### config.mk
export PLATFORM = sky130hd
export DESIGN_NAME = clk_synth_top
export DESIGN_NICKNAME = d
export VERILOG_FILES = /design/src/logic/clk_synth_pkg.sv /design/src/logic/lmk_reg_pkg.sv /design/src/logic/clk_synth_startup.sv /design/src/logic/clk_synth_regs.sv /design/src/logic/clk_synth_writer.sv /design/src/logic/clk_synth_shifter.sv /design/src/logic/clk_synth_top.sv
export VERILOG_INCLUDE_DIRS = /design/src /design/src/logic
export SDC_FILE = /design/constraint.sdc
export NUM_CORES = 2
export LEC_CHECK = 0
export ABC_AREA = 1
export BUFFER_PORTS_ARGS = -buffer_cell sky130_fd_sc_hd__buf_2
export CAP_MARGIN = 5
export CORE_MARGIN = 3
export CORE_UTILIZATION = 55
export CTS_CLUSTER_DIAMETER = 60
export DETAILED_ROUTE_END_ITERATION = 6
export PLACE_DENSITY = 0.73
export SLEW_MARGIN = 20
export SYNTH_ARGS = -nofsm -noshare
export SYNTH_HDL_FRONTEND = slang
export SYNTH_SLANG_ARGS = --single-unit
export TNS_END_PERCENT = 20
### constraint.sdc
create_clock -name slow_clk -period 2.6 [get_ports slow_clk]
set_clock_uncertainty 0.1 [all_clocks]
set_input_delay 0.52 -clock slow_clk [delete_from_list [all_inputs] [get_ports slow_clk]]
set_output_delay 0.52 -clock slow_clk [all_outputs]
set_load 0.1 [all_outputs]
### src/logic/clk_synth_params.svh
`ifndef CLK_SYNTH_PARAMS_SVH
`define CLK_SYNTH_PARAMS_SVH

//****************************************
// widths and counts
//****************************************
`define CS_WORD_W           32  // one synthesizer word
`define CS_NUM_WORDS        26  // data words per programming pass
`define CS_IDX_W            5   // send index / host address width
`define CS_CTRL_ADDR        26  // host address of the control word

//****************************************
// cycle lengths, all in slow_clk cycles
//****************************************
`define CS_POWERUP_CYCLES   64  // kept short here, real parts want >3 ms
`define CS_DEFAULTS_CYCLES  32
`define CS_SYNC_LOW_CYCLES  16

//****************************************
// default words in send order
//****************************************
`define CS_DEF_WORD00 32'h0002_0000  // R0 with RESET set, sent first
`define CS_DEF_WORD01 32'h0014_0320  // R0
`define CS_DEF_WORD02 32'h0014_0321  // R1
`define CS_DEF_WORD03 32'h0014_0322  // R2
`define CS_DEF_WORD04 32'h8014_0323  // R3
`define CS_DEF_WORD05 32'h0014_0324  // R4
`define CS_DEF_WORD06 32'h0014_0325  // R5
`define CS_DEF_WORD07 32'h1111_0006  // R6
`define CS_DEF_WORD08 32'h1111_0007  // R7
`define CS_DEF_WORD09 32'h0111_0008  // R8
`define CS_DEF_WORD10 32'h5555_5549  // R9
`define CS_DEF_WORD11 32'h9102_410A  // R10
`define CS_DEF_WORD12 32'h0401_100B  // R11
`define CS_DEF_WORD13 32'h1B0C_006C  // R12
`define CS_DEF_WORD14 32'h2302_886D  // R13
`define CS_DEF_WORD15 32'h0200_000E  // R14
`define CS_DEF_WORD16 32'h8000_800F  // R15
`define CS_DEF_WORD17 32'hC155_0410  // R16
`define CS_DEF_WORD18 32'h0000_0058  // R24
`define CS_DEF_WORD19 32'h0280_0099  // R25
`define CS_DEF_WORD20 32'hAFA8_001A  // R26
`define CS_DEF_WORD21 32'h1000_003B  // R27
`define CS_DEF_WORD22 32'h0020_007C  // R28
`define CS_DEF_WORD23 32'h0180_033D  // R29
`define CS_DEF_WORD24 32'h0200_033E  // R30
`define CS_DEF_WORD25 32'h0000_001F  // R31, readback mux and uWire lock

`endif

### src/logic/clk_synth_pkg.sv
`default_nettype none

package clk_synth_pkg;

    // power-up sequencer, runs once per resetS
    typedef enum logic [1:0] {
        ST_WAIT,      // power-up wait
        ST_DEFAULTS,  // force bank to defaults
        ST_KICK,      // set control bit 0
        ST_DONE
    } startup_state_t;

    // word writer, one pass over the bank
    typedef enum logic [2:0] {
        WR_IDLE,
        WR_FETCH,      // rd_idx presented, word registered by bank
        WR_LOAD,       // hold shift_start until busy
        WR_SHIFT,      // wait for busy to drop
        WR_NEXT,
        WR_SYNC_LOW,
        WR_SYNC_HIGH
    } writer_state_t;

    // serial shifter
    typedef enum logic [1:0] {
        SH_IDLE,
        SH_LOAD,
        SH_SHIFTING
    } shift_state_t;

endpackage

`default_nettype wire

### src/logic/lmk_reg_pkg.sv
`default_nettype none

`include "clk_synth_params.svh"

package lmk_reg_pkg;

    //****************************************
    // register map types
    //****************************************

    // full uWire word, data plus register address in the low bits
    typedef logic [`CS_WORD_W-1:0] synth_word_t;

    // position of a word in the send order, 0 to 25
    typedef logic [`CS_IDX_W-1:0] word_idx_t;

    // host address: 0..25 data, 26 control, rest ignored
    typedef logic [`CS_IDX_W-1:0] host_addr_t;

    // control word bit that starts a pass on its rising edge
    localparam int CTRL_GO_BIT = 0;

endpackage

`default_nettype wire

### src/logic/clk_synth_startup.sv
`timescale 1ns/1ps
`default_nettype none

`include "clk_synth_params.svh"

module clk_synth_startup (
    input  logic slow_clk,
    input  logic resetS,
    output logic load_defaults,  // level, bank forced to defaults
    output logic kick,           // one cycle, sets control bit 0
    output logic startup_done    // level, enables the sync pulse
);
    import clk_synth_pkg::*;

    // one counter shared by the wait and defaults phases
    localparam int CNT_MAX = (`CS_POWERUP_CYCLES > `CS_DEFAULTS_CYCLES) ?
                             `CS_POWERUP_CYCLES : `CS_DEFAULTS_CYCLES;
    localparam int CNT_W   = $clog2(CNT_MAX + 1);

    startup_state_t   state;
    logic [CNT_W-1:0] cnt;

    always_ff @(posedge slow_clk)
    begin
        if (resetS)
        begin
            state <= ST_WAIT;
            cnt   <= '0;
        end
        else
        begin
            case (state)
                ST_WAIT :
                begin
                    if (cnt == CNT_W'(`CS_POWERUP_CYCLES - 1))
                    begin
                        cnt   <= '0;
                        state <= ST_DEFAULTS;
                    end
                    else
                        cnt <= cnt + 1'b1;  // device still powering up
                end
                ST_DEFAULTS :
                begin
                    if (cnt == CNT_W'(`CS_DEFAULTS_CYCLES - 1))
                    begin
                        cnt   <= '0;
                        state <= ST_KICK;
                    end
                    else
                        cnt <= cnt + 1'b1;
                end
                ST_KICK :
                    state <= ST_DONE;  // single cycle
                ST_DONE :
                    state <= ST_DONE;  // parked until next resetS
                default :
                    state <= ST_WAIT;
            endcase
        end
    end

    // outputs decoded straight from state
    assign load_defaults = (state == ST_DEFAULTS);
    assign kick          = (state == ST_KICK);
    assign startup_done  = (state == ST_DONE);

endmodule

`default_nettype wire

### src/logic/clk_synth_regs.sv
`timescale 1ns/1ps
`default_nettype none

`include "clk_synth_params.svh"

module clk_synth_regs (
    input  logic                     slow_clk,
    input  logic                     resetS,
    input  logic                     load_defaults,
    input  logic                     kick,
    input  logic                     wr_en,
    input  lmk_reg_pkg::host_addr_t  wr_addr,
    input  lmk_reg_pkg::synth_word_t wr_data,
    input  lmk_reg_pkg::word_idx_t   rd_idx,
    output lmk_reg_pkg::synth_word_t rd_word,
    output logic                     program_go
);
    import lmk_reg_pkg::*;

    // defaults in send order, index 0 is the device reset word
    localparam synth_word_t DEF_WORDS [`CS_NUM_WORDS] = '{
        `CS_DEF_WORD00, `CS_DEF_WORD01, `CS_DEF_WORD02, `CS_DEF_WORD03,
        `CS_DEF_WORD04, `CS_DEF_WORD05, `CS_DEF_WORD06, `CS_DEF_WORD07,
        `CS_DEF_WORD08, `CS_DEF_WORD09, `CS_DEF_WORD10, `CS_DEF_WORD11,
        `CS_DEF_WORD12, `CS_DEF_WORD13, `CS_DEF_WORD14, `CS_DEF_WORD15,
        `CS_DEF_WORD16, `CS_DEF_WORD17, `CS_DEF_WORD18, `CS_DEF_WORD19,
        `CS_DEF_WORD20, `CS_DEF_WORD21, `CS_DEF_WORD22, `CS_DEF_WORD23,
        `CS_DEF_WORD24, `CS_DEF_WORD25
    };

    synth_word_t bank [`CS_NUM_WORDS];  // data words
    synth_word_t ctrl_word;             // bit 0 starts a pass
    logic        go_q;                  // last value of the go bit

    logic data_wr;
    logic ctrl_wr;

    // host address decode, 27..31 fall through
    assign data_wr = wr_en && (wr_addr < host_addr_t'(`CS_NUM_WORDS));
    assign ctrl_wr = wr_en && (wr_addr == host_addr_t'(`CS_CTRL_ADDR));

    //****************************************
    // word bank
    //****************************************
    always_ff @(posedge slow_clk)
    begin
        if (resetS || load_defaults)
            bank <= DEF_WORDS;       // defaults win over a host write
        else if (data_wr)
            bank[wr_addr] <= wr_data;
    end

    //****************************************
    // control word and go edge
    //****************************************
    always_ff @(posedge slow_clk)
    begin
        if (resetS)
            ctrl_word <= '0;
        else if (kick)
            ctrl_word <= synth_word_t'(1);  // default has go bit set
        else if (ctrl_wr)
            ctrl_word <= wr_data;
    end

    // rising edge only, so the bit has to be cleared before the next pass
    always_ff @(posedge slow_clk)
    begin
        if (resetS)
        begin
            go_q       <= 1'b0;
            program_go <= 1'b0;
        end
        else
        begin
            go_q       <= ctrl_word[CTRL_GO_BIT];
            program_go <= ctrl_word[CTRL_GO_BIT] & ~go_q;
        end
    end

    // registered read, one cycle after rd_idx
    always_ff @(posedge slow_clk)
    begin
        if (rd_idx < word_idx_t'(`CS_NUM_WORDS))
            rd_word <= bank[rd_idx];
        else
            rd_word <= '0;  // writer never gets here
    end

endmodule

`default_nettype wire

### src/logic/clk_synth_writer.sv
`timescale 1ns/1ps
`default_nettype none

`include "clk_synth_params.svh"

module clk_synth_writer (
    input  logic                     slow_clk,
    input  logic                     resetS,
    input  logic                     program_go,
    input  logic                     startup_done,
    input  logic                     busy,
    input  lmk_reg_pkg::synth_word_t rd_word,
    output lmk_reg_pkg::word_idx_t   rd_idx,
    output lmk_reg_pkg::synth_word_t shift_word,
    output logic                     shift_start,
    output logic                     sync
);
    import clk_synth_pkg::*;
    import lmk_reg_pkg::*;

    localparam int SYNC_CNT_W = $clog2(`CS_SYNC_LOW_CYCLES + 1);

    writer_state_t         state;
    word_idx_t             idx;           // word being sent
    logic                  restart_pend;  // go seen, start at 0 after this word
    logic [SYNC_CNT_W-1:0] sync_cnt;

    assign rd_idx = idx;

    //****************************************
    // pass FSM
    //****************************************
    always_ff @(posedge slow_clk)
    begin
        if (resetS)
        begin
            state        <= WR_IDLE;
            idx          <= '0;
            restart_pend <= 1'b0;
            shift_start  <= 1'b0;
            sync         <= 1'b1;
            sync_cnt     <= '0;
        end
        else
        begin
            case (state)
                WR_IDLE :
                begin
                    sync <= 1'b1;
                    if (restart_pend)
                    begin
                        restart_pend <= 1'b0;
                        idx          <= '0;
                        state        <= WR_FETCH;
                    end
                end
                WR_FETCH :
                    state <= WR_LOAD;  // bank registers word at idx
                WR_LOAD :
                begin
                    // hold start until the shifter takes it
                    if (busy)
                    begin
                        shift_start <= 1'b0;
                        state       <= WR_SHIFT;
                    end
                    else
                        shift_start <= 1'b1;
                end
                WR_SHIFT :
                begin
                    if (!busy)
                        state <= WR_NEXT;  // word done, dlen back high
                end
                WR_NEXT :
                begin
                    if (restart_pend)
                    begin
                        restart_pend <= 1'b0;
                        idx          <= '0;
                        state        <= WR_FETCH;
                    end
                    else if (idx == word_idx_t'(`CS_NUM_WORDS - 1))
                    begin
                        idx <= '0;
                        if (startup_done)
                        begin
                            sync     <= 1'b0;  // pass complete
                            sync_cnt <= '0;
                            state    <= WR_SYNC_LOW;
                        end
                        else
                            state <= WR_IDLE;
                    end
                    else
                    begin
                        idx   <= idx + 1'b1;
                        state <= WR_FETCH;
                    end
                end
                WR_SYNC_LOW :
                begin
                    if (sync_cnt == SYNC_CNT_W'(`CS_SYNC_LOW_CYCLES - 1))
                    begin
                        sync  <= 1'b1;
                        state <= WR_SYNC_HIGH;
                    end
                    else
                        sync_cnt <= sync_cnt + 1'b1;
                end
                WR_SYNC_HIGH :
                    state <= WR_IDLE;  // one settle cycle
                default :
                    state <= WR_IDLE;
            endcase

            // go can land in any state, remembered until consumed
            if (program_go)
                restart_pend <= 1'b1;
        end
    end

    // word handed to the shifter, stable while shift_start is high
    always_ff @(posedge slow_clk)
    begin
        if (state == WR_LOAD)
            shift_word <= rd_word;
    end

endmodule

`default_nettype wire

### src/logic/clk_synth_shifter.sv
`timescale 1ns/1ps
`default_nettype none

`include "clk_synth_params.svh"

module clk_synth_shifter (
    input  logic                     slow_clk,
    input  logic                     resetS,
    input  logic                     shift_start,
    input  lmk_reg_pkg::synth_word_t shift_word,
    output logic                     dclk,
    output logic                     ddat,
    output logic                     dlen,
    output logic                     busy
);
    import clk_synth_pkg::*;
    import lmk_reg_pkg::*;

    localparam int BIT_CNT_W = $clog2(`CS_WORD_W);

    shift_state_t         state;
    synth_word_t          sreg;     // MSB on the wire
    logic [BIT_CNT_W-1:0] bit_cnt;

    // device samples on dclk rise, mid-bit
    assign dclk = ~slow_clk;
    assign ddat = sreg[`CS_WORD_W-1];

    always_ff @(posedge slow_clk)
    begin
        if (resetS)
        begin
            state   <= SH_IDLE;
            busy    <= 1'b0;
            dlen    <= 1'b1;
            bit_cnt <= '0;
        end
        else
        begin
            case (state)
                SH_IDLE :
                begin
                    if (shift_start)
                    begin
                        busy  <= 1'b1;
                        state <= SH_LOAD;
                    end
                end
                SH_LOAD :
                begin
                    bit_cnt <= '0;
                    dlen    <= 1'b0;  // first bit goes out with this
                    state   <= SH_SHIFTING;
                end
                SH_SHIFTING :
                begin
                    if (bit_cnt == BIT_CNT_W'(`CS_WORD_W - 1))
                    begin
                        dlen  <= 1'b1;  // latch word in device
                        busy  <= 1'b0;
                        state <= SH_IDLE;
                    end
                    else
                        bit_cnt <= bit_cnt + 1'b1;
                end
                default :
                    state <= SH_IDLE;
            endcase
        end
    end

    // data path, MSB first
    always_ff @(posedge slow_clk)
    begin
        if (state == SH_LOAD)
            sreg <= shift_word;
        else if (state == SH_SHIFTING)
            sreg <= {sreg[`CS_WORD_W-2:0], 1'b0};
    end

endmodule

`default_nettype wire

### src/logic/clk_synth_top.sv
`timescale 1ns/1ps
`default_nettype none

module clk_synth_top (
    input  logic                     slow_clk,
    input  logic                     resetS,
    input  logic                     wr_en,
    input  lmk_reg_pkg::host_addr_t  wr_addr,
    input  lmk_reg_pkg::synth_word_t wr_data,
    output logic                     dclk,
    output logic                     ddat,
    output logic                     dlen,
    output logic                     sync
);

    //****************************************
    // internal nets
    //****************************************
    logic                     load_defaults;
    logic                     kick;
    logic                     startup_done;
    logic                     program_go;
    lmk_reg_pkg::word_idx_t   rd_idx;
    lmk_reg_pkg::synth_word_t rd_word;
    lmk_reg_pkg::synth_word_t shift_word;
    logic                     shift_start;
    logic                     busy;

    // power-up sequencer
    clk_synth_startup u_startup (
        .slow_clk      (slow_clk),
        .resetS        (resetS),
        .load_defaults (load_defaults),
        .kick          (kick),
        .startup_done  (startup_done)
    );

    // word bank and control word, beside the writer it steers
    clk_synth_regs u_regs (
        .slow_clk      (slow_clk),
        .resetS        (resetS),
        .load_defaults (load_defaults),
        .kick          (kick),
        .wr_en         (wr_en),
        .wr_addr       (wr_addr),
        .wr_data       (wr_data),
        .rd_idx        (rd_idx),
        .rd_word       (rd_word),
        .program_go    (program_go)
    );

    clk_synth_writer u_writer (
        .slow_clk     (slow_clk),
        .resetS       (resetS),
        .program_go   (program_go),
        .startup_done (startup_done),
        .busy         (busy),
        .rd_word      (rd_word),
        .rd_idx       (rd_idx),
        .shift_word   (shift_word),
        .shift_start  (shift_start),
        .sync         (sync)
    );

    // uWire pins
    clk_synth_shifter u_shifter (
        .slow_clk    (slow_clk),
        .resetS      (resetS),
        .shift_start (shift_start),
        .shift_word  (shift_word),
        .dclk        (dclk),
        .ddat        (ddat),
        .dlen        (dlen),
        .busy        (busy)
    );

endmodule

`default_nettype wire

# --- Yosys cells after proc, flatten, opt, wreduce, memory -nomap -nowiden ---
# Index checks and enable logic that the tools add are counted.
classes:
  n_addsub: 4
  mul: 0
  n_div: 0
  magnitude_cmp: 5
  eq_ne: 29
  shifts: 0
  mux: 51
  n_bitwise: 5
  n_reduce_logical: 26
ops:
  columns: ["cell", "n"]
  rows:
  - ["$bwmux W832", 1]
  - ["$bmux W32 S5", 1]
  - ["$demux W32 S5", 1]
  - ["$mux W32", 5]
  - ["$mux W5", 8]
  - ["$pmux W5 S2", 3]
  - ["$mux W3", 7]
  - ["$pmux W3 S6", 1]
  - ["$add A5 B1 Y5 const B", 3]
  - ["$eq A5 B5 Y1 const B", 3]
  - ["$mux W7", 2]
  - ["$ne A2 B2 Y1 const B", 7]
  - ["$pmux W7 S2", 1]
  - ["$reduce_bool A2 Y1", 7]
  - ["$ge A6 B6 Y1 const B", 2]
  - ["$mux W1", 12]
  - ["$ne A2 B1 Y1 const B", 6]
  - ["$not A5 Y6", 2]
  - ["$pmux W2 S3", 2]
  - ["$lt A5 B5 Y1 const B", 2]
  - ["$reduce_and A2 Y1", 5]
  - ["$reduce_and A5 Y1", 2]
  - ["$mux W2", 4]
  - ["$add A7 B1 Y7 const B", 1]
  - ["21 further kinds", 32]
word_totals:
  regBits: 965
  latch_bits: 0
  mem_bits_rw: 0
  rom_bits: 0
  inputBits: 40
  memories: 0

# --- Longest topological paths before layout ---
depth:
  word_depth: 6
  mapped_depth: 12
  ltp_nobuf: 12

# --- Hierarchy ---
# Synthesis repeated with hierarchy kept, for this count alone.
hier_totals:
  hier_cells: 6253
  area_unflattened_um2: 43183.9
by_module_without_submodules:
  columns: ["module", "instances", "cells_per_inst", "area_per_inst_um2"]
  rows:
  - ["clk_synth_regs", 1, 5810, 38882.3]
  - ["clk_synth_writer", 1, 180, 1946.9]
  - ["clk_synth_shifter", 1, 202, 1853.0]
  - ["clk_synth_startup", 1, 61, 501.7]

==> results.md <==
Placement:
- The weighted congestion reported at the end of routability-driven placement is 0.9142.
- The placed wire-length estimate after detailed placement is 80350 um.
- Once placement finished, the instance area stood at 43660 um^2.
- In this run, placement finished with an instance count of 6905.
- Port buffering added 43 buffers.

Power:
- The switching power share of the total is 31.60%.
- Summing internal, switching and leakage power gives 0.03977 W.
- The clock network fraction of design power is 38.2%.
- The relative contribution of sequential cells to total power is 41.3%.
- The share of total power dissipated in combinational logic is 20.5%.
- The total leakage power is 20.21 nW.
- The switching power summed over all nets is 0.01257 W.
- The power per unit of standard cell area is 838.7 nW/um^2.
- The peak supply drop is 0.0006665 V.
- The internal power component is 0.02720 W.

Worst setup path:
- Among all stages on the critical path, the largest delay is contributed by sky130_fd_sc_hd__dfxtp_4.
- The signal on the critical path passes through buf_4 > nand3_1 > nand3_2 > nand2_1 > nor2_1 > nand2_1 > nand2_2 > inv_1.
- For the worst setup path, the data arrival time is 2620 ps.
- The required time of the worst setup path is 2680 ps.
- The most used cell along the critical path is sky130_fd_sc_hd__nand2_1.
- Together, buffers and inverters on the worst path number 2.
- The category of the critical setup timing path is register to register.
- The element type at the critical path start is a register.
- The largest delay contributor family on the critical path is simple AND/OR/NAND/NOR gates.
- The critical-path maximum fanout is 36.
- The delay contributed by the slowest stage of the critical path is 530 ps.
- The endpoint kind of the worst setup timing path is a register.

Global routing:
- The residual overflow from global routing is 0.
- Entering global routing, the biggest net connects 114 pins.
- The first global-routing pass estimated 210000 um of wire.
- The number of antenna violations at the first check in global routing is 1.
- For this run, global-route usage on met2 was measured as 51.54%.
- The met1 track demand over resource in global routing is 44.34%.
- The met3 usage is 5.647%.
- For this run, the total global-route usage over all layers was measured as 32.99%.
- The via count of the first global-routing pass is 36580.
- After global routing, the most crowded layer is met2.

Synthesis:
- The largest total area in the synthesized netlist belongs to sky130_fd_sc_hd__dfxtp_1.
- Yosys printed 0 warnings.
- The share of the Yosys chip area taken by registers is 47.03%.
- The post-synthesis cell area is 42440 um^2.
- The number of distinct library cell variants in the gate-level netlist after synthesis is 26.
- The average instance in the mapped netlist occupies 6.863 um^2.
- The number of nets in the synthesized netlist is 6233.
- The total of flip-flops plus latches after synthesis is 965.
- In the post-synthesis netlist, the biggest area contributors are sky130_fd_sc_hd__dfxtp_1, sky130_fd_sc_hd__nand2_1, sky130_fd_sc_hd__o21ai_0, sky130_fd_sc_hd__a21oi_1, sky130_fd_sc_hd__nand3_1.
- The post-synthesis instance total is 6183.
- The area share of the largest cell type after synthesis is 42.51%.

Drt:
- The total via count after detailed routing is 40330.
- The detailed-route vias per instance is 5.661.
- After the first detailed-routing iteration, the DRC count stood at 4924.
- The count of nets left with antenna violations once routing finished came out at 0.
- The total routed wirelength is 136700 um.
- After detailed routing, the number of remaining DRC violations is 0.
- The final routed wire length divided by cell count is 19.20 um.
- The first TritonRoute pass finished after 6 iterations.

Cells and area:
- The layout has 6867 filler cells.
- After the last flow step, the layout net total stands at 6057.
- Cells with a size suffix above 1 make up 6.534% of the layout.
- Relative to the synthesized area, the layout overhead comes to 11.75%.
- With fillers left out, the area of the finished cells amounts to 47420 um^2.
- Excluding fillers, the count of instances in the completed layout stands at 7123.

CTS:
- Counting along the longest clock path gives a buffer depth of 3.
- The clock tree synthesis step divided the H-tree into 3 levels.
- The clock insertion delay at the later pin of the skew report is 1110 ps.
- In this run the clock root is driven by a sky130_fd_sc_hd__clkbuf_16.
- Buffers inserted during clock tree synthesis total 100.
- After clock tree synthesis, the clock-pin slew on the worst setup and hold paths is 70 ps.
- TritonCTS built the clock tree.

STA:
- The worst hold-check slack is 55.66 ps.
- Setup violations remaining at the end of the flow were counted as 0.
- The final critical-path share of the clock period is 97.64%.
- The number of hold violations in the final report was 0.
- The final count of pins violating max slew was 0.
- The headroom to the max-slew limit is 26.44%.
- Setup repair after global routing could not meet its margin everywhere.
- The final-layout setup total negative slack is 0 ps.
- The clock period minus final worst setup slack is 2539 ps.
- The transition at the pin with the smallest max-transition slack is 1097 ps.
- The timing-limited maximum frequency is 0.3939 GHz.

Floorplan:
- The initial core utilization is 55.69%.
- The height of the die is 283.8 um.
- The core outline area is 76200 um^2.
- The total I/O pin count is 44.
- The number of core rows is 101.
- The die outline area is 80530 um^2.
- The floorplan step set the die width to 283.8 um.

Run status:
- The flow ran to the end, and the final reports show no timing, DRC or antenna violations.

Hold path:
- The worst hold path belongs to the class register to register.

Job:
- The tool flagged a number of max-cap violations equal to 0.
## worst reg2reg max path: cells and delay by family, from the launching register on
family / cells / cell delay (ps)
flip-flops: 1 / 530
AND/OR/NAND/NOR: 6 / 710
buffers and inverters: 2 / 560
## metal layers
layer | vias up | wire length [um]
met5 | - | 12
met4 | 2 | 6657
met3 | 381 | 14190
met2 | 2029 | 59880
met1 | 18600 | 56010
li1 | 19320 | -
## through the flow
step	utilization, %	setup slack, ps
after CTS	62.20	51.76
after detailed placement	57.30	249.1
final	62.23	61.47
after global placement	57.30	249.1
after floorplan	-	103.2
after global routing	62.23	-9.503
## Yosys cell counts
cell type / number
sky130_fd_sc_hd__nor2_2: 6
sky130_fd_sc_hd__inv_1: 671
sky130_fd_sc_hd__o211ai_1: 56
sky130_fd_sc_hd__dfxtp_1: 901
sky130_fd_sc_hd__nor3b_1: 1
sky130_fd_sc_hd__buf_1: 49
sky130_fd_sc_hd__ha_1: 10
sky130_fd_sc_hd__clkbuf_1: 368
sky130_fd_sc_hd__a211oi_1: 1
sky130_fd_sc_hd__o21ai_1: 17
sky130_fd_sc_hd__clkinv_1: 1
sky130_fd_sc_hd__buf_2: 87
sky130_fd_sc_hd__a21boi_0: 1
sky130_fd_sc_hd__xnor2_1: 1
sky130_fd_sc_hd__nand2_1: 1610
sky130_fd_sc_hd__nor3_1: 11
sky130_fd_sc_hd__nor2_1: 413
sky130_fd_sc_hd__o21ai_0: 654
sky130_fd_sc_hd__inv_2: 9
sky130_fd_sc_hd__mux2i_1: 1
sky130_fd_sc_hd__nor2_4: 1
sky130_fd_sc_hd__nand3_1: 596
sky130_fd_sc_hd__a21oi_1: 647
sky130_fd_sc_hd__xor2_1: 5
sky130_fd_sc_hd__edfxtp_1: 64
sky130_fd_sc_hd__or2_2: 2
## kinds of logic after synthesis
family | share of synthesized area, %
simple gates | 25.22
compound gates | 16.57
buf+inv | 10.74
flops | 47.03
fa+ha+maj | 0.2948
xor+xnor | 0.1238
mux | 0.02359
## worst paths after layout
check        slack, ps  cells past startpoint           endpoint          startpoint
min                 60                      6  u_regs.rd_word[2]     u_regs.bank[34]
max reg2reg         60                      8  u_regs.rd_word[8]  u_writer.rd_idx[1]
max                 60                      8  u_regs.rd_word[8]  u_writer.rd_idx[1]
min reg2reg         60                      6  u_regs.rd_word[2]     u_regs.bank[34]
## sequential cells by signal (all words and copies together), names as in the netlist, 2 cells and up
name	flops
u_writer.shift_word	32
u_startup.state	2
u_shifter.bit_cnt	5
u_writer.state	3
u_regs.rd_word	32
u_writer.sync_cnt	5
u_regs.bank	832
u_startup.cnt	7
u_shifter.sreg	32
u_writer.rd_idx	5
u_shifter.state	2
## cells in the final DEF (no fill, tap or decap), types with 3 or more instances in the layout
| cell type | netlist | final |
|---|---|---|
| sky130_fd_sc_hd__clkinv_2 | 0 | 20 |
| sky130_fd_sc_hd__o21ai_1 | 17 | 17 |
| sky130_fd_sc_hd__nand2_1 | 1610 | 1609 |
| sky130_fd_sc_hd__clkbuf_16 | 0 | 101 |
| sky130_fd_sc_hd__dfxtp_4 | 0 | 3 |
| sky130_fd_sc_hd__buf_4 | 0 | 113 |
| sky130_fd_sc_hd__ha_1 | 10 | 10 |
| sky130_fd_sc_hd__edfxtp_1 | 64 | 64 |
| sky130_fd_sc_hd__inv_2 | 9 | 15 |
| sky130_fd_sc_hd__a21oi_1 | 647 | 647 |
| sky130_fd_sc_hd__clkinvlp_4 | 0 | 4 |
| sky130_fd_sc_hd__bufinv_16 | 0 | 14 |
| sky130_fd_sc_hd__nor2_1 | 413 | 403 |
| sky130_fd_sc_hd__buf_2 | 87 | 42 |
| sky130_fd_sc_hd__o21ai_0 | 654 | 654 |
| sky130_fd_sc_hd__clkbuf_8 | 0 | 11 |
| sky130_fd_sc_hd__clkbuf_1 | 368 | 22 |
| sky130_fd_sc_hd__inv_6 | 0 | 5 |
| sky130_fd_sc_hd__dlygate4sd3_1 | 0 | 29 |
| sky130_fd_sc_hd__clkinv_1 | 1 | 10 |
| sky130_fd_sc_hd__dfxtp_1 | 901 | 897 |
| sky130_fd_sc_hd__nand3_1 | 596 | 595 |
| sky130_fd_sc_hd__nor3_1 | 11 | 11 |
| sky130_fd_sc_hd__inv_1 | 671 | 659 |
| sky130_fd_sc_hd__xor2_1 | 5 | 5 |
| sky130_fd_sc_hd__buf_12 | 0 | 41 |
| sky130_fd_sc_hd__o211ai_1 | 56 | 56 |
| sky130_fd_sc_hd__nor2_2 | 6 | 15 |
## what timing repair did
item | 4_1_cts | 5_1_grt
setup buffers | 2 | 0
cloned | 0 | 0
hold buffers | 29 | 0
endpoints found under the setup margin | 1 | 5
endpoints found under the hold margin | 335 | 0
gates resized for setup | 5 | 6
## final cells by class
cell class,instances,area (um^2),area share [%]
Inverter,680,2572,5.425
Clock inverter,52,653.1,1.377
Tap cell,1030,1289,2.718
Sequential cell,965,19970,42.12
Clock buffer,137,2796,5.897
Antenna cell,2,5.005,0.01055
Timing Repair Buffer,224,2177,4.591
Multi-Input combinational cell,4033,17960,37.87
## power by group through the flow
stage / combinational (W) / clock (W) / sequential (W)
after floorplan: 0.00535 / 0.000127 / 0.0165
after global placement: 0.00782 / 0.000140 / 0.0167
after detailed placement: 0.00788 / 0.000140 / 0.0167
after CTS: 0.00798 / 0.0153 / 0.0164
after global routing: 0.00893 / 0.0160 / 0.0164
final: 0.00815 / 0.0152 / 0.0164
(Power assumes the default switching activity.)
